==> src/verilog/alu_cfg.svh <==
`ifndef ALU_CFG_SVH
`define ALU_CFG_SVH

// Operand and result word width
`define ALU_WIDTH 32

// Shift amount taken from the low bits of operand b
`define ALU_SHAMT_W 5

// One restoring step per quotient bit
`define DIV_CYCLES 32

`endif

==> src/verilog/alu_pkg.sv <==
`default_nettype none

`include "alu_cfg.svh"

package alu_pkg;

    // Operation codes
    typedef enum logic [3:0] {
        op_add = 4'd0,
        op_sub = 4'd1,
        op_neg = 4'd2,
        op_or  = 4'd3,
        op_xor = 4'd4,
        op_and = 4'd5,
        op_not = 4'd6,
        op_mul = 4'd7,
        op_div = 4'd8,
        op_sll = 4'd9,
        op_srl = 4'd10,
        op_sra = 4'd11,
        op_ror = 4'd12,
        op_rol = 4'd13
    } alu_op_e;

    // Control FSM states, only the divide path leaves idle
    typedef enum logic [1:0] {
        st_idle     = 2'd0,
        st_div_run  = 2'd1,
        st_div_done = 2'd2
    } ctrl_state_e;

    typedef struct packed {
        alu_op_e               op;
        logic [`ALU_WIDTH-1:0] a;
        logic [`ALU_WIDTH-1:0] b;
    } alu_req_t;

    typedef struct packed {
        logic [`ALU_WIDTH-1:0] hi;
        logic [`ALU_WIDTH-1:0] lo;
        logic                  zero;
        logic                  neg;
        logic                  ovf;
    } alu_result_t;

    typedef struct packed {
        logic [`ALU_WIDTH-1:0] quotient;
        logic [`ALU_WIDTH-1:0] remainder;
    } div_result_t;

endpackage

`default_nettype wire

==> src/verilog/alu_ctrl.sv <==
`timescale 1ns/100ps
`default_nettype none

module alu_ctrl (
    input  logic              clk,
    input  logic              arst_n,
    input  logic              start,
    input  alu_pkg::alu_req_t req,
    input  logic              div_ready,
    output logic              busy,
    output logic              done,
    output logic              load,
    output logic              div_start,
    output alu_pkg::alu_req_t req_q
);

    alu_pkg::ctrl_state_e state_q;
    alu_pkg::ctrl_state_e state_d;
    logic                 accept;
    logic                 is_div;
    logic                 go_q;

    // Start is only taken while idle
    assign accept = start && !busy;
    assign is_div = (req.op == alu_pkg::op_div);

    always_comb begin
        state_d = state_q;
        case (state_q)
            alu_pkg::st_idle: begin
                if (accept && is_div) begin
                    state_d = alu_pkg::st_div_run;
                end
            end
            alu_pkg::st_div_run: begin
                if (div_ready) begin
                    state_d = alu_pkg::st_div_done;
                end
            end
            alu_pkg::st_div_done: begin
                state_d = alu_pkg::st_idle;
            end
            default: begin
                state_d = alu_pkg::st_idle;
            end
        endcase
    end

    always_ff @(posedge clk or negedge arst_n) begin
        if (!arst_n) begin
            state_q   <= alu_pkg::st_idle;
            go_q      <= 1'b0;
            div_start <= 1'b0;
            load      <= 1'b0;
            done      <= 1'b0;
            busy      <= 1'b0;
        end else begin
            state_q   <= state_d;
            // Single-cycle ops load one cycle after capture
            go_q      <= accept && !is_div;
            div_start <= accept && is_div;
            load      <= go_q || ((state_q == alu_pkg::st_div_run) && div_ready);
            // Lines up with the result register update
            done      <= load;
            if (accept) begin
                busy <= 1'b1;
            end else if (load) begin
                busy <= 1'b0;
            end
        end
    end

    // Latched request for core and divider
    always_ff @(posedge clk) begin
        if (accept) begin
            req_q <= req;
        end
    end

    a_no_start_while_busy: assert property (
        @(posedge clk) disable iff (!arst_n) busy |-> !start
    ) else $error("start asserted while busy");

    a_ready_only_in_run: assert property (
        @(posedge clk) disable iff (!arst_n) div_ready |-> (state_q == alu_pkg::st_div_run)
    ) else $error("div_ready outside divide run");

endmodule

`default_nettype wire

==> src/verilog/cla_adder.sv <==
`timescale 1ns/100ps
`default_nettype none

`include "alu_cfg.svh"

module cla_adder (
    input  alu_pkg::alu_op_e      op,
    input  logic [`ALU_WIDTH-1:0] a,
    input  logic [`ALU_WIDTH-1:0] b,
    output logic [`ALU_WIDTH-1:0] sum,
    output logic                  ovf,
    output logic                  neg
);

    logic [`ALU_WIDTH-1:0]   x;
    logic [`ALU_WIDTH-1:0]   y;
    logic                    cin;
    logic [`ALU_WIDTH-1:0]   g;
    logic [`ALU_WIDTH-1:0]   p;
    logic [`ALU_WIDTH:0]     c;
    logic [`ALU_WIDTH/4-1:0] grp_g;
    logic [`ALU_WIDTH/4-1:0] grp_p;

    // Subtract is a + ~b + 1, negate is 0 + ~a + 1
    always_comb begin
        x   = a;
        y   = b;
        cin = 1'b0;
        case (op)
            alu_pkg::op_sub: begin
                y   = ~b;
                cin = 1'b1;
            end
            alu_pkg::op_neg: begin
                x   = '0;
                y   = ~a;
                cin = 1'b1;
            end
            default: begin
            end
        endcase
    end

    assign g = x & y;
    assign p = x ^ y;

    // Lookahead inside each nibble, group carries chained between nibbles
    always_comb begin
        c[0] = cin;
        for (int k = 0; k < `ALU_WIDTH/4; k++) begin
            c[4*k+1] = g[4*k] | (p[4*k] & c[4*k]);
            c[4*k+2] = g[4*k+1] | (p[4*k+1] & g[4*k])
                     | (p[4*k+1] & p[4*k] & c[4*k]);
            c[4*k+3] = g[4*k+2] | (p[4*k+2] & g[4*k+1])
                     | (p[4*k+2] & p[4*k+1] & g[4*k])
                     | (p[4*k+2] & p[4*k+1] & p[4*k] & c[4*k]);
            grp_g[k] = g[4*k+3] | (p[4*k+3] & g[4*k+2])
                     | (p[4*k+3] & p[4*k+2] & g[4*k+1])
                     | (p[4*k+3] & p[4*k+2] & p[4*k+1] & g[4*k]);
            grp_p[k] = &p[4*k +: 4];
            c[4*k+4] = grp_g[k] | (grp_p[k] & c[4*k]);
        end
    end

    assign sum = p ^ c[`ALU_WIDTH-1:0];
    // Signed overflow when carries into and out of the sign bit differ
    assign ovf = c[`ALU_WIDTH] ^ c[`ALU_WIDTH-1];
    assign neg = sum[`ALU_WIDTH-1];

endmodule

`default_nettype wire

==> src/verilog/barrel_shifter.sv <==
`timescale 1ns/100ps
`default_nettype none

`include "alu_cfg.svh"

module barrel_shifter (
    input  alu_pkg::alu_op_e        op,
    input  logic [`ALU_WIDTH-1:0]   data,
    input  logic [`ALU_SHAMT_W-1:0] shamt,
    output logic [`ALU_WIDTH-1:0]   out
);

    logic                  left;
    logic                  rotate;
    logic                  fill_bit;
    logic [`ALU_WIDTH-1:0] stage;
    logic [`ALU_WIDTH-1:0] fill;

    function automatic logic [`ALU_WIDTH-1:0] reverse_bits(input logic [`ALU_WIDTH-1:0] v);
        logic [`ALU_WIDTH-1:0] r;
        for (int i = 0; i < `ALU_WIDTH; i++) begin
            r[i] = v[`ALU_WIDTH-1-i];
        end
        return r;
    endfunction

    // Left ops run through the right shifter on bit-reversed data
    assign left     = (op == alu_pkg::op_sll) || (op == alu_pkg::op_rol);
    assign rotate   = (op == alu_pkg::op_ror) || (op == alu_pkg::op_rol);
    assign fill_bit = (op == alu_pkg::op_sra) && data[`ALU_WIDTH-1];

    always_comb begin
        stage = left ? reverse_bits(data) : data;
        fill  = '0;
        for (int s = 0; s < `ALU_SHAMT_W; s++) begin
            if (shamt[s]) begin
                // Rotates wrap the stage onto itself
                fill  = rotate ? stage : {`ALU_WIDTH{fill_bit}};
                stage = (stage >> (1 << s)) | (fill << (`ALU_WIDTH - (1 << s)));
            end
        end
        out = left ? reverse_bits(stage) : stage;
    end

endmodule

`default_nettype wire

==> src/verilog/seq_divider.sv <==
`timescale 1ns/100ps
`default_nettype none

`include "alu_cfg.svh"

module seq_divider (
    input  logic                  clk,
    input  logic                  arst_n,
    input  logic                  start,
    input  logic [`ALU_WIDTH-1:0] a,
    input  logic [`ALU_WIDTH-1:0] b,
    output logic                  ready,
    output alu_pkg::div_result_t  out
);

    logic                             run_q;
    logic                             fix_q;
    logic [$clog2(`DIV_CYCLES)-1:0]   cnt_q;
    logic [`ALU_WIDTH-1:0]            rem_q;
    logic [`ALU_WIDTH-1:0]            quo_q;
    logic [`ALU_WIDTH-1:0]            dvs_q;
    logic                             neg_quo_q;
    logic                             neg_rem_q;
    logic [`ALU_WIDTH-1:0]            a_mag;
    logic [`ALU_WIDTH-1:0]            b_mag;
    logic [`ALU_WIDTH:0]              partial;
    logic [`ALU_WIDTH:0]              diff;
    logic                             fits;

    assign a_mag = a[`ALU_WIDTH-1] ? -a : a;
    assign b_mag = b[`ALU_WIDTH-1] ? -b : b;

    // Restoring step, next dividend bit shifted into the remainder
    assign partial = {rem_q, quo_q[`ALU_WIDTH-1]};
    assign diff    = partial - {1'b0, dvs_q};
    assign fits    = (partial >= {1'b0, dvs_q});

    always_ff @(posedge clk or negedge arst_n) begin
        if (!arst_n) begin
            run_q <= 1'b0;
            fix_q <= 1'b0;
            ready <= 1'b0;
            cnt_q <= '0;
        end else begin
            ready <= 1'b0;
            if (start) begin
                run_q <= 1'b1;
                cnt_q <= '0;
            end else if (run_q) begin
                cnt_q <= cnt_q + 1'b1;
                if (cnt_q == ($clog2(`DIV_CYCLES))'(`DIV_CYCLES - 1)) begin
                    run_q <= 1'b0;
                    fix_q <= 1'b1;
                end
            end else if (fix_q) begin
                fix_q <= 1'b0;
                ready <= 1'b1;
            end
        end
    end

    // Zero divisor needs no special case, every step fits
    always_ff @(posedge clk) begin
        if (start) begin
            rem_q     <= '0;
            quo_q     <= a_mag;
            dvs_q     <= b_mag;
            neg_quo_q <= a[`ALU_WIDTH-1] ^ b[`ALU_WIDTH-1];
            neg_rem_q <= a[`ALU_WIDTH-1];
        end else if (run_q) begin
            rem_q <= fits ? diff[`ALU_WIDTH-1:0] : partial[`ALU_WIDTH-1:0];
            quo_q <= {quo_q[`ALU_WIDTH-2:0], fits};
        end
    end

    // Sign fix-up, remainder follows the dividend
    always_ff @(posedge clk) begin
        if (fix_q) begin
            out.quotient  <= neg_quo_q ? -quo_q : quo_q;
            out.remainder <= neg_rem_q ? -rem_q : rem_q;
        end
    end

    a_no_start_while_running: assert property (
        @(posedge clk) disable iff (!arst_n) start |-> !(run_q || fix_q)
    ) else $error("divider restarted while running");

endmodule

`default_nettype wire

==> src/verilog/alu_core.sv <==
`timescale 1ns/100ps
`default_nettype none

`include "alu_cfg.svh"

module alu_core (
    input  logic                 clk,
    input  logic                 arst_n,
    input  alu_pkg::alu_req_t    req,
    input  logic                 load,
    input  alu_pkg::div_result_t div_out,
    output alu_pkg::alu_result_t result
);

    logic [`ALU_WIDTH-1:0]   add_sum;
    logic                    add_ovf;
    logic                    add_neg;
    logic [`ALU_WIDTH-1:0]   sft_out;
    logic [2*`ALU_WIDTH-1:0] mul_out;
    alu_pkg::alu_result_t    result_d;

    cla_adder i_cla_adder (
        .op  (req.op),
        .a   (req.a),
        .b   (req.b),
        .sum (add_sum),
        .ovf (add_ovf),
        .neg (add_neg)
    );

    barrel_shifter i_barrel_shifter (
        .op    (req.op),
        .data  (req.a),
        .shamt (req.b[`ALU_SHAMT_W-1:0]),
        .out   (sft_out)
    );

    // Unsigned full-width product
    assign mul_out = {{`ALU_WIDTH{1'b0}}, req.a} * {{`ALU_WIDTH{1'b0}}, req.b};

    always_comb begin
        result_d.hi  = '0;
        result_d.lo  = '0;
        result_d.ovf = 1'b0;
        case (req.op)
            alu_pkg::op_add,
            alu_pkg::op_sub,
            alu_pkg::op_neg: begin
                result_d.lo  = add_sum;
                result_d.ovf = add_ovf;
            end
            alu_pkg::op_or:  result_d.lo = req.a | req.b;
            alu_pkg::op_xor: result_d.lo = req.a ^ req.b;
            alu_pkg::op_and: result_d.lo = req.a & req.b;
            alu_pkg::op_not: result_d.lo = ~req.a;
            alu_pkg::op_mul: begin
                result_d.hi = mul_out[2*`ALU_WIDTH-1:`ALU_WIDTH];
                result_d.lo = mul_out[`ALU_WIDTH-1:0];
            end
            // Quotient high, remainder low
            alu_pkg::op_div: begin
                result_d.hi = div_out.quotient;
                result_d.lo = div_out.remainder;
            end
            alu_pkg::op_sll,
            alu_pkg::op_srl,
            alu_pkg::op_sra,
            alu_pkg::op_ror,
            alu_pkg::op_rol: result_d.lo = sft_out;
            default: begin
            end
        endcase

        case (req.op)
            alu_pkg::op_add,
            alu_pkg::op_sub,
            alu_pkg::op_neg: result_d.neg = add_neg;
            alu_pkg::op_mul: result_d.neg = mul_out[2*`ALU_WIDTH-1];
            alu_pkg::op_div: result_d.neg = req.a[`ALU_WIDTH-1] ^ req.b[`ALU_WIDTH-1];
            default:         result_d.neg = result_d.lo[`ALU_WIDTH-1];
        endcase

        result_d.zero = ({result_d.hi, result_d.lo} == '0);
    end

    always_ff @(posedge clk or negedge arst_n) begin
        if (!arst_n) begin
            result <= '0;
        end else if (load) begin
            result <= result_d;
        end
    end

endmodule

`default_nettype wire

==> src/verilog/alu_unit.sv <==
`timescale 1ns/100ps
`default_nettype none

module alu_unit (
    input  logic                 clk,
    input  logic                 arst_n,
    input  logic                 start,
    input  alu_pkg::alu_req_t    req,
    output logic                 busy,
    output logic                 done,
    output alu_pkg::alu_result_t result
);

    logic                 load;
    logic                 div_start;
    logic                 div_ready;
    alu_pkg::alu_req_t    req_q;
    alu_pkg::div_result_t div_out;

    alu_ctrl i_alu_ctrl (
        .clk       (clk),
        .arst_n    (arst_n),
        .start     (start),
        .req       (req),
        .div_ready (div_ready),
        .busy      (busy),
        .done      (done),
        .load      (load),
        .div_start (div_start),
        .req_q     (req_q)
    );

    // Divider sees the latched operands
    seq_divider i_seq_divider (
        .clk    (clk),
        .arst_n (arst_n),
        .start  (div_start),
        .a      (req_q.a),
        .b      (req_q.b),
        .ready  (div_ready),
        .out    (div_out)
    );

    alu_core i_alu_core (
        .clk     (clk),
        .arst_n  (arst_n),
        .req     (req_q),
        .load    (load),
        .div_out (div_out),
        .result  (result)
    );

endmodule

`default_nettype wire

==> config.mk <==
export PLATFORM = sky130hd
export DESIGN_NAME = alu_unit
export DESIGN_NICKNAME = d
export VERILOG_FILES = /design/src/verilog/alu_pkg.sv /design/src/verilog/alu_ctrl.sv /design/src/verilog/cla_adder.sv /design/src/verilog/barrel_shifter.sv /design/src/verilog/seq_divider.sv /design/src/verilog/alu_core.sv /design/src/verilog/alu_unit.sv
export VERILOG_INCLUDE_DIRS = /design/src /design/src/verilog
export SDC_FILE = /design/constraint.sdc
export NUM_CORES = 2
export LEC_CHECK = 0
export CORE_ASPECT_RATIO = 1.75
export CORE_MARGIN = 10
export CORE_UTILIZATION = 33
export CTS_CLUSTER_SIZE = 8
export DETAILED_ROUTE_END_ITERATION = 8
export DONT_BUFFER_PORTS = 1
export SKIP_CTS_REPAIR_TIMING = 1
export SLEW_MARGIN = 20
export SYNTH_ARGS = -nofsm -noshare
export SYNTH_HDL_FRONTEND = slang
export SYNTH_SLANG_ARGS = --single-unit
==> constraint.sdc <==
create_clock -name clk -period 17.87 [get_ports clk]
set_input_delay 5.361 -clock clk [delete_from_list [all_inputs] [get_ports clk]]
set_output_delay 5.361 -clock clk [all_outputs]
set_load 0.1 [all_outputs]
==> flow_summary.json <==
{
  "setup_ws_ps": 6270,
  "multi_input_area_mm2": 0.0409,
  "rows": 197,
  "area_delta_synth_final_pct": 7.50,
  "cts_tree": "built",
  "syn_inst": 6201,
  "finalCriticalPeriod_ps": 11600,
  "cts_made_buffers": 46,
  "cp_num_buf_inv": 7,
  "final_cell_mix": "inv_1, fa_1, nor2_1",
  "synth_mux_area_share_pct": 2.76,
  "clockBufferDepth": 3,
  "ys_warn_count": 0,
  "initial_core_util_pct": 33.2,
  "syn_nets": 7574,
  "gp_congestion": 1.08,
  "grt_max_degree": 91,
  "worstMarginPinSlew_ps": 1300,
  "wl_per_cell_um": 30.7,
  "yosysUniqueCellTypes": 94,
  "finalHoldViolCount": 0,
  "fin_crit_sh_pct": 64.9,
  "place_area_mm2": 0.0574,
  "firstDrtPassIters": 8,
  "synthSimpleGateAreaFrac_pct": 14.4,
  "drv_slew": 0,
  "routed_wl_mm": 255,
  "syn_area_mm2": 0.0547,
  "nets": 7410,
  "synth_top_area_cell": "fa_1",
  "rsz0062_at_grt": "false",
  "fin_skew_ps": 79.0,
  "synth_edf_count": 198,
  "fmax_mhz": 86.2,
  "crit_top_cell": "fa_1",
  "avgSynthCellArea_um2": 8.83,
  "die-area_mm2": 0.183,
  "critPathLaunchType": "flip-flop",
  "critPathTopFamily": "adder cells",
  "status": "complete, no violations",
  "port_buffers": 0,
  "stdcell_count": 8280,
  "post-route-cell-area_mm2": 0.0589,
  "hpwl_mm": 195,
  "grtUsageTotal_pct": 27.3,
  "ys_seq_area_share_pct": 15.8,
  "layout-drive-gt1-share_pct": 5.70,
  "synth_flop_cell": "edfxtp_1",
  "via_per_inst": 5.82,
  "io_pins": 140,
  "yosysTopAreaCellShare_pct": 33.1,
  "final_common_cell": "inv_1",
  "grt_pass1_vias": 50000,
  "fillerInstances": 16800,
  "relSlewSlack_pct": 12.6,
  "clkLatencyLatePin_ps": 690,
  "required_ps": 18460,
  "core_mm2": 0.165,
  "fin_tns_setup_ps": 0,
  "cts_num_sinks": 312,
  "grt_pass1_wl_mm": 359,
  "synth_top_family_by_area": "adder cells",
  "drcViolationCount": 0,
  "worst-path-max-fanout": 38,
  "htree_levels": 2,
  "antenna_found_initial": 23,
  "regArea_mm2": 0.00865,
  "finalSetupViolations": 0,
  "cp_slowest_cell": "clkinv_1",
  "clk_pin_slew_ps": 60,
  "ys_top_cells_by_area": "fa_1, edfxtp_1, ha_1",
  "crit_type": "reg2reg",
  "synth_compound_area_share_pct": 11.5,
  "synthArstFlopShare_pct": 26.3,
  "ant_nets": 0,
  "dp.cells": 8177,
  "critPathCaptureType": "flip-flop",
  "max_cap_violations": 0,
  "cp_data_arrival_time_ps": 12200,
  "synth_xor_area_share_pct": 3.62,
  "grt_overflow": 0,
  "ys_seq_elements": 312,
  "synth_fa_ha_area_share_pct": 42.2,
  "root_buffer": "clkbuf_16",
  "hp-class": "reg2reg",
  "routed-via-count": 48200,
  "drtIter0Drc": 4999,
  "crit_path_max_incr_delay_ps": 800,
  "die_width_um": 328,
  "fp.dieH_um": 559,
  "pre_cts_ws_ps": 6520
}
[worst reg2reg max path: cells and delay by family (launching register included)]
family	cells	cell delay, ps
adder cells (fa/ha/maj)	9	4200
AND/OR/NAND/NOR	6	2030
flip-flops	1	320
AO/OA/AOI/OAI	8	2750
buffers and inverters	7	2010
XOR/XNOR	1	200
[per-stage QoR]
step                      util [%]  hold slack (ps)
after floorplan                  -              352
after global placement        34.8              418
after detailed placement      34.8              420
after CTS                     35.6              439
after global routing          35.7              458
final                         35.7              437
[kinds of logic (layout without fill, tap and decap cells)]
family,after synthesis,count (layout)
AO/OA/AOI/OAI,965,965
XOR/XNOR,226,226
adder cells (fa/ha/maj),1302,1302
buffers and inverters,1417,1291
flip-flops,312,312
multiplexers,110,110
other,0,16
AND/OR/NAND/NOR,1869,1869
[registers in the layout (all words and copies together) (netlist names), 2 cells and up]
register / flops
i_seq_divider.quo_q: 32
i_alu_ctrl.req_q: 68
i_alu_core.result: 67
i_alu_ctrl.state_q: 2
i_seq_divider.dvs_q: 32
i_seq_divider.cnt_q: 5
i_seq_divider.out: 64
i_seq_divider.rem_q: 32
[cells in the mapped netlist, types with 16 or more instances]
cell and instances:
mux2i_1 54, and3_1 26, nand3_1 54, inv_1 999, nor3_1 40, a31oi_1 18
mux2_2 22, nand4_1 37, fa_1 905, nand2_1 713, buf_1 89, a221oi_1 25
or3_1 27, o21ai_0 176, or4_1 19, dfrtp_1 82, o22ai_1 48, o221ai_1 47
edfxtp_1 198, nand2b_1 32, mux4_2 30, o31ai_1 49, xor2_1 40, a21o_1 61
ha_1 397, a211oi_1 57, o211ai_1 21, xnor2_1 186, nor2_1 821, nor4_1 17
a21oi_1 276, dfxtp_1 32, a22oi_1 39, clkbuf_1 288, buf_2 16, nor2b_1 24
o21bai_1 21
[worst paths after layout]
path	slack, ps	start	end	cells past startpoint
max reg2reg	6270	i_alu_ctrl.req_q[3]	i_alu_core.result[2]	31
max in group asynchronous	13260	arst_n	i_alu_core.result[58]	0
min reg2reg	440	i_alu_ctrl.state_q[1]	i_alu_ctrl.state_q[0]	1
min	440	i_alu_ctrl.state_q[1]	i_alu_ctrl.state_q[0]	1
max	6270	i_alu_ctrl.req_q[3]	i_alu_core.result[2]	31
min in group asynchronous	4390	arst_n	i_seq_divider.run_q	0
[final cells by class]
class                   instances  area share, %
flip-flops and latches        312           14.7
multi-input cells            4472           69.4
inverters                    1019           6.50
well taps                    2189           4.65
diodes                         16         0.0680
repair buffers                186           2.37
clock inverters                 6          0.132
clock buffers                  80           2.17
[metal layers]
layer | share of wire, % | GRT usage, % | up-vias
li1 | - | - | 19600
met1 | 31 | 27.8 | 24300
met2 | 47 | 45.7 | 3069
met3 | 9.0 | 6.28 | 1185
met4 | 12 | 26.2 | 12
met5 | 0.032 | 0 | -
Power is left out: the tool's default activity adds up to more than one toggle a clock period on the data nets, which glitch-free logic cannot reach.
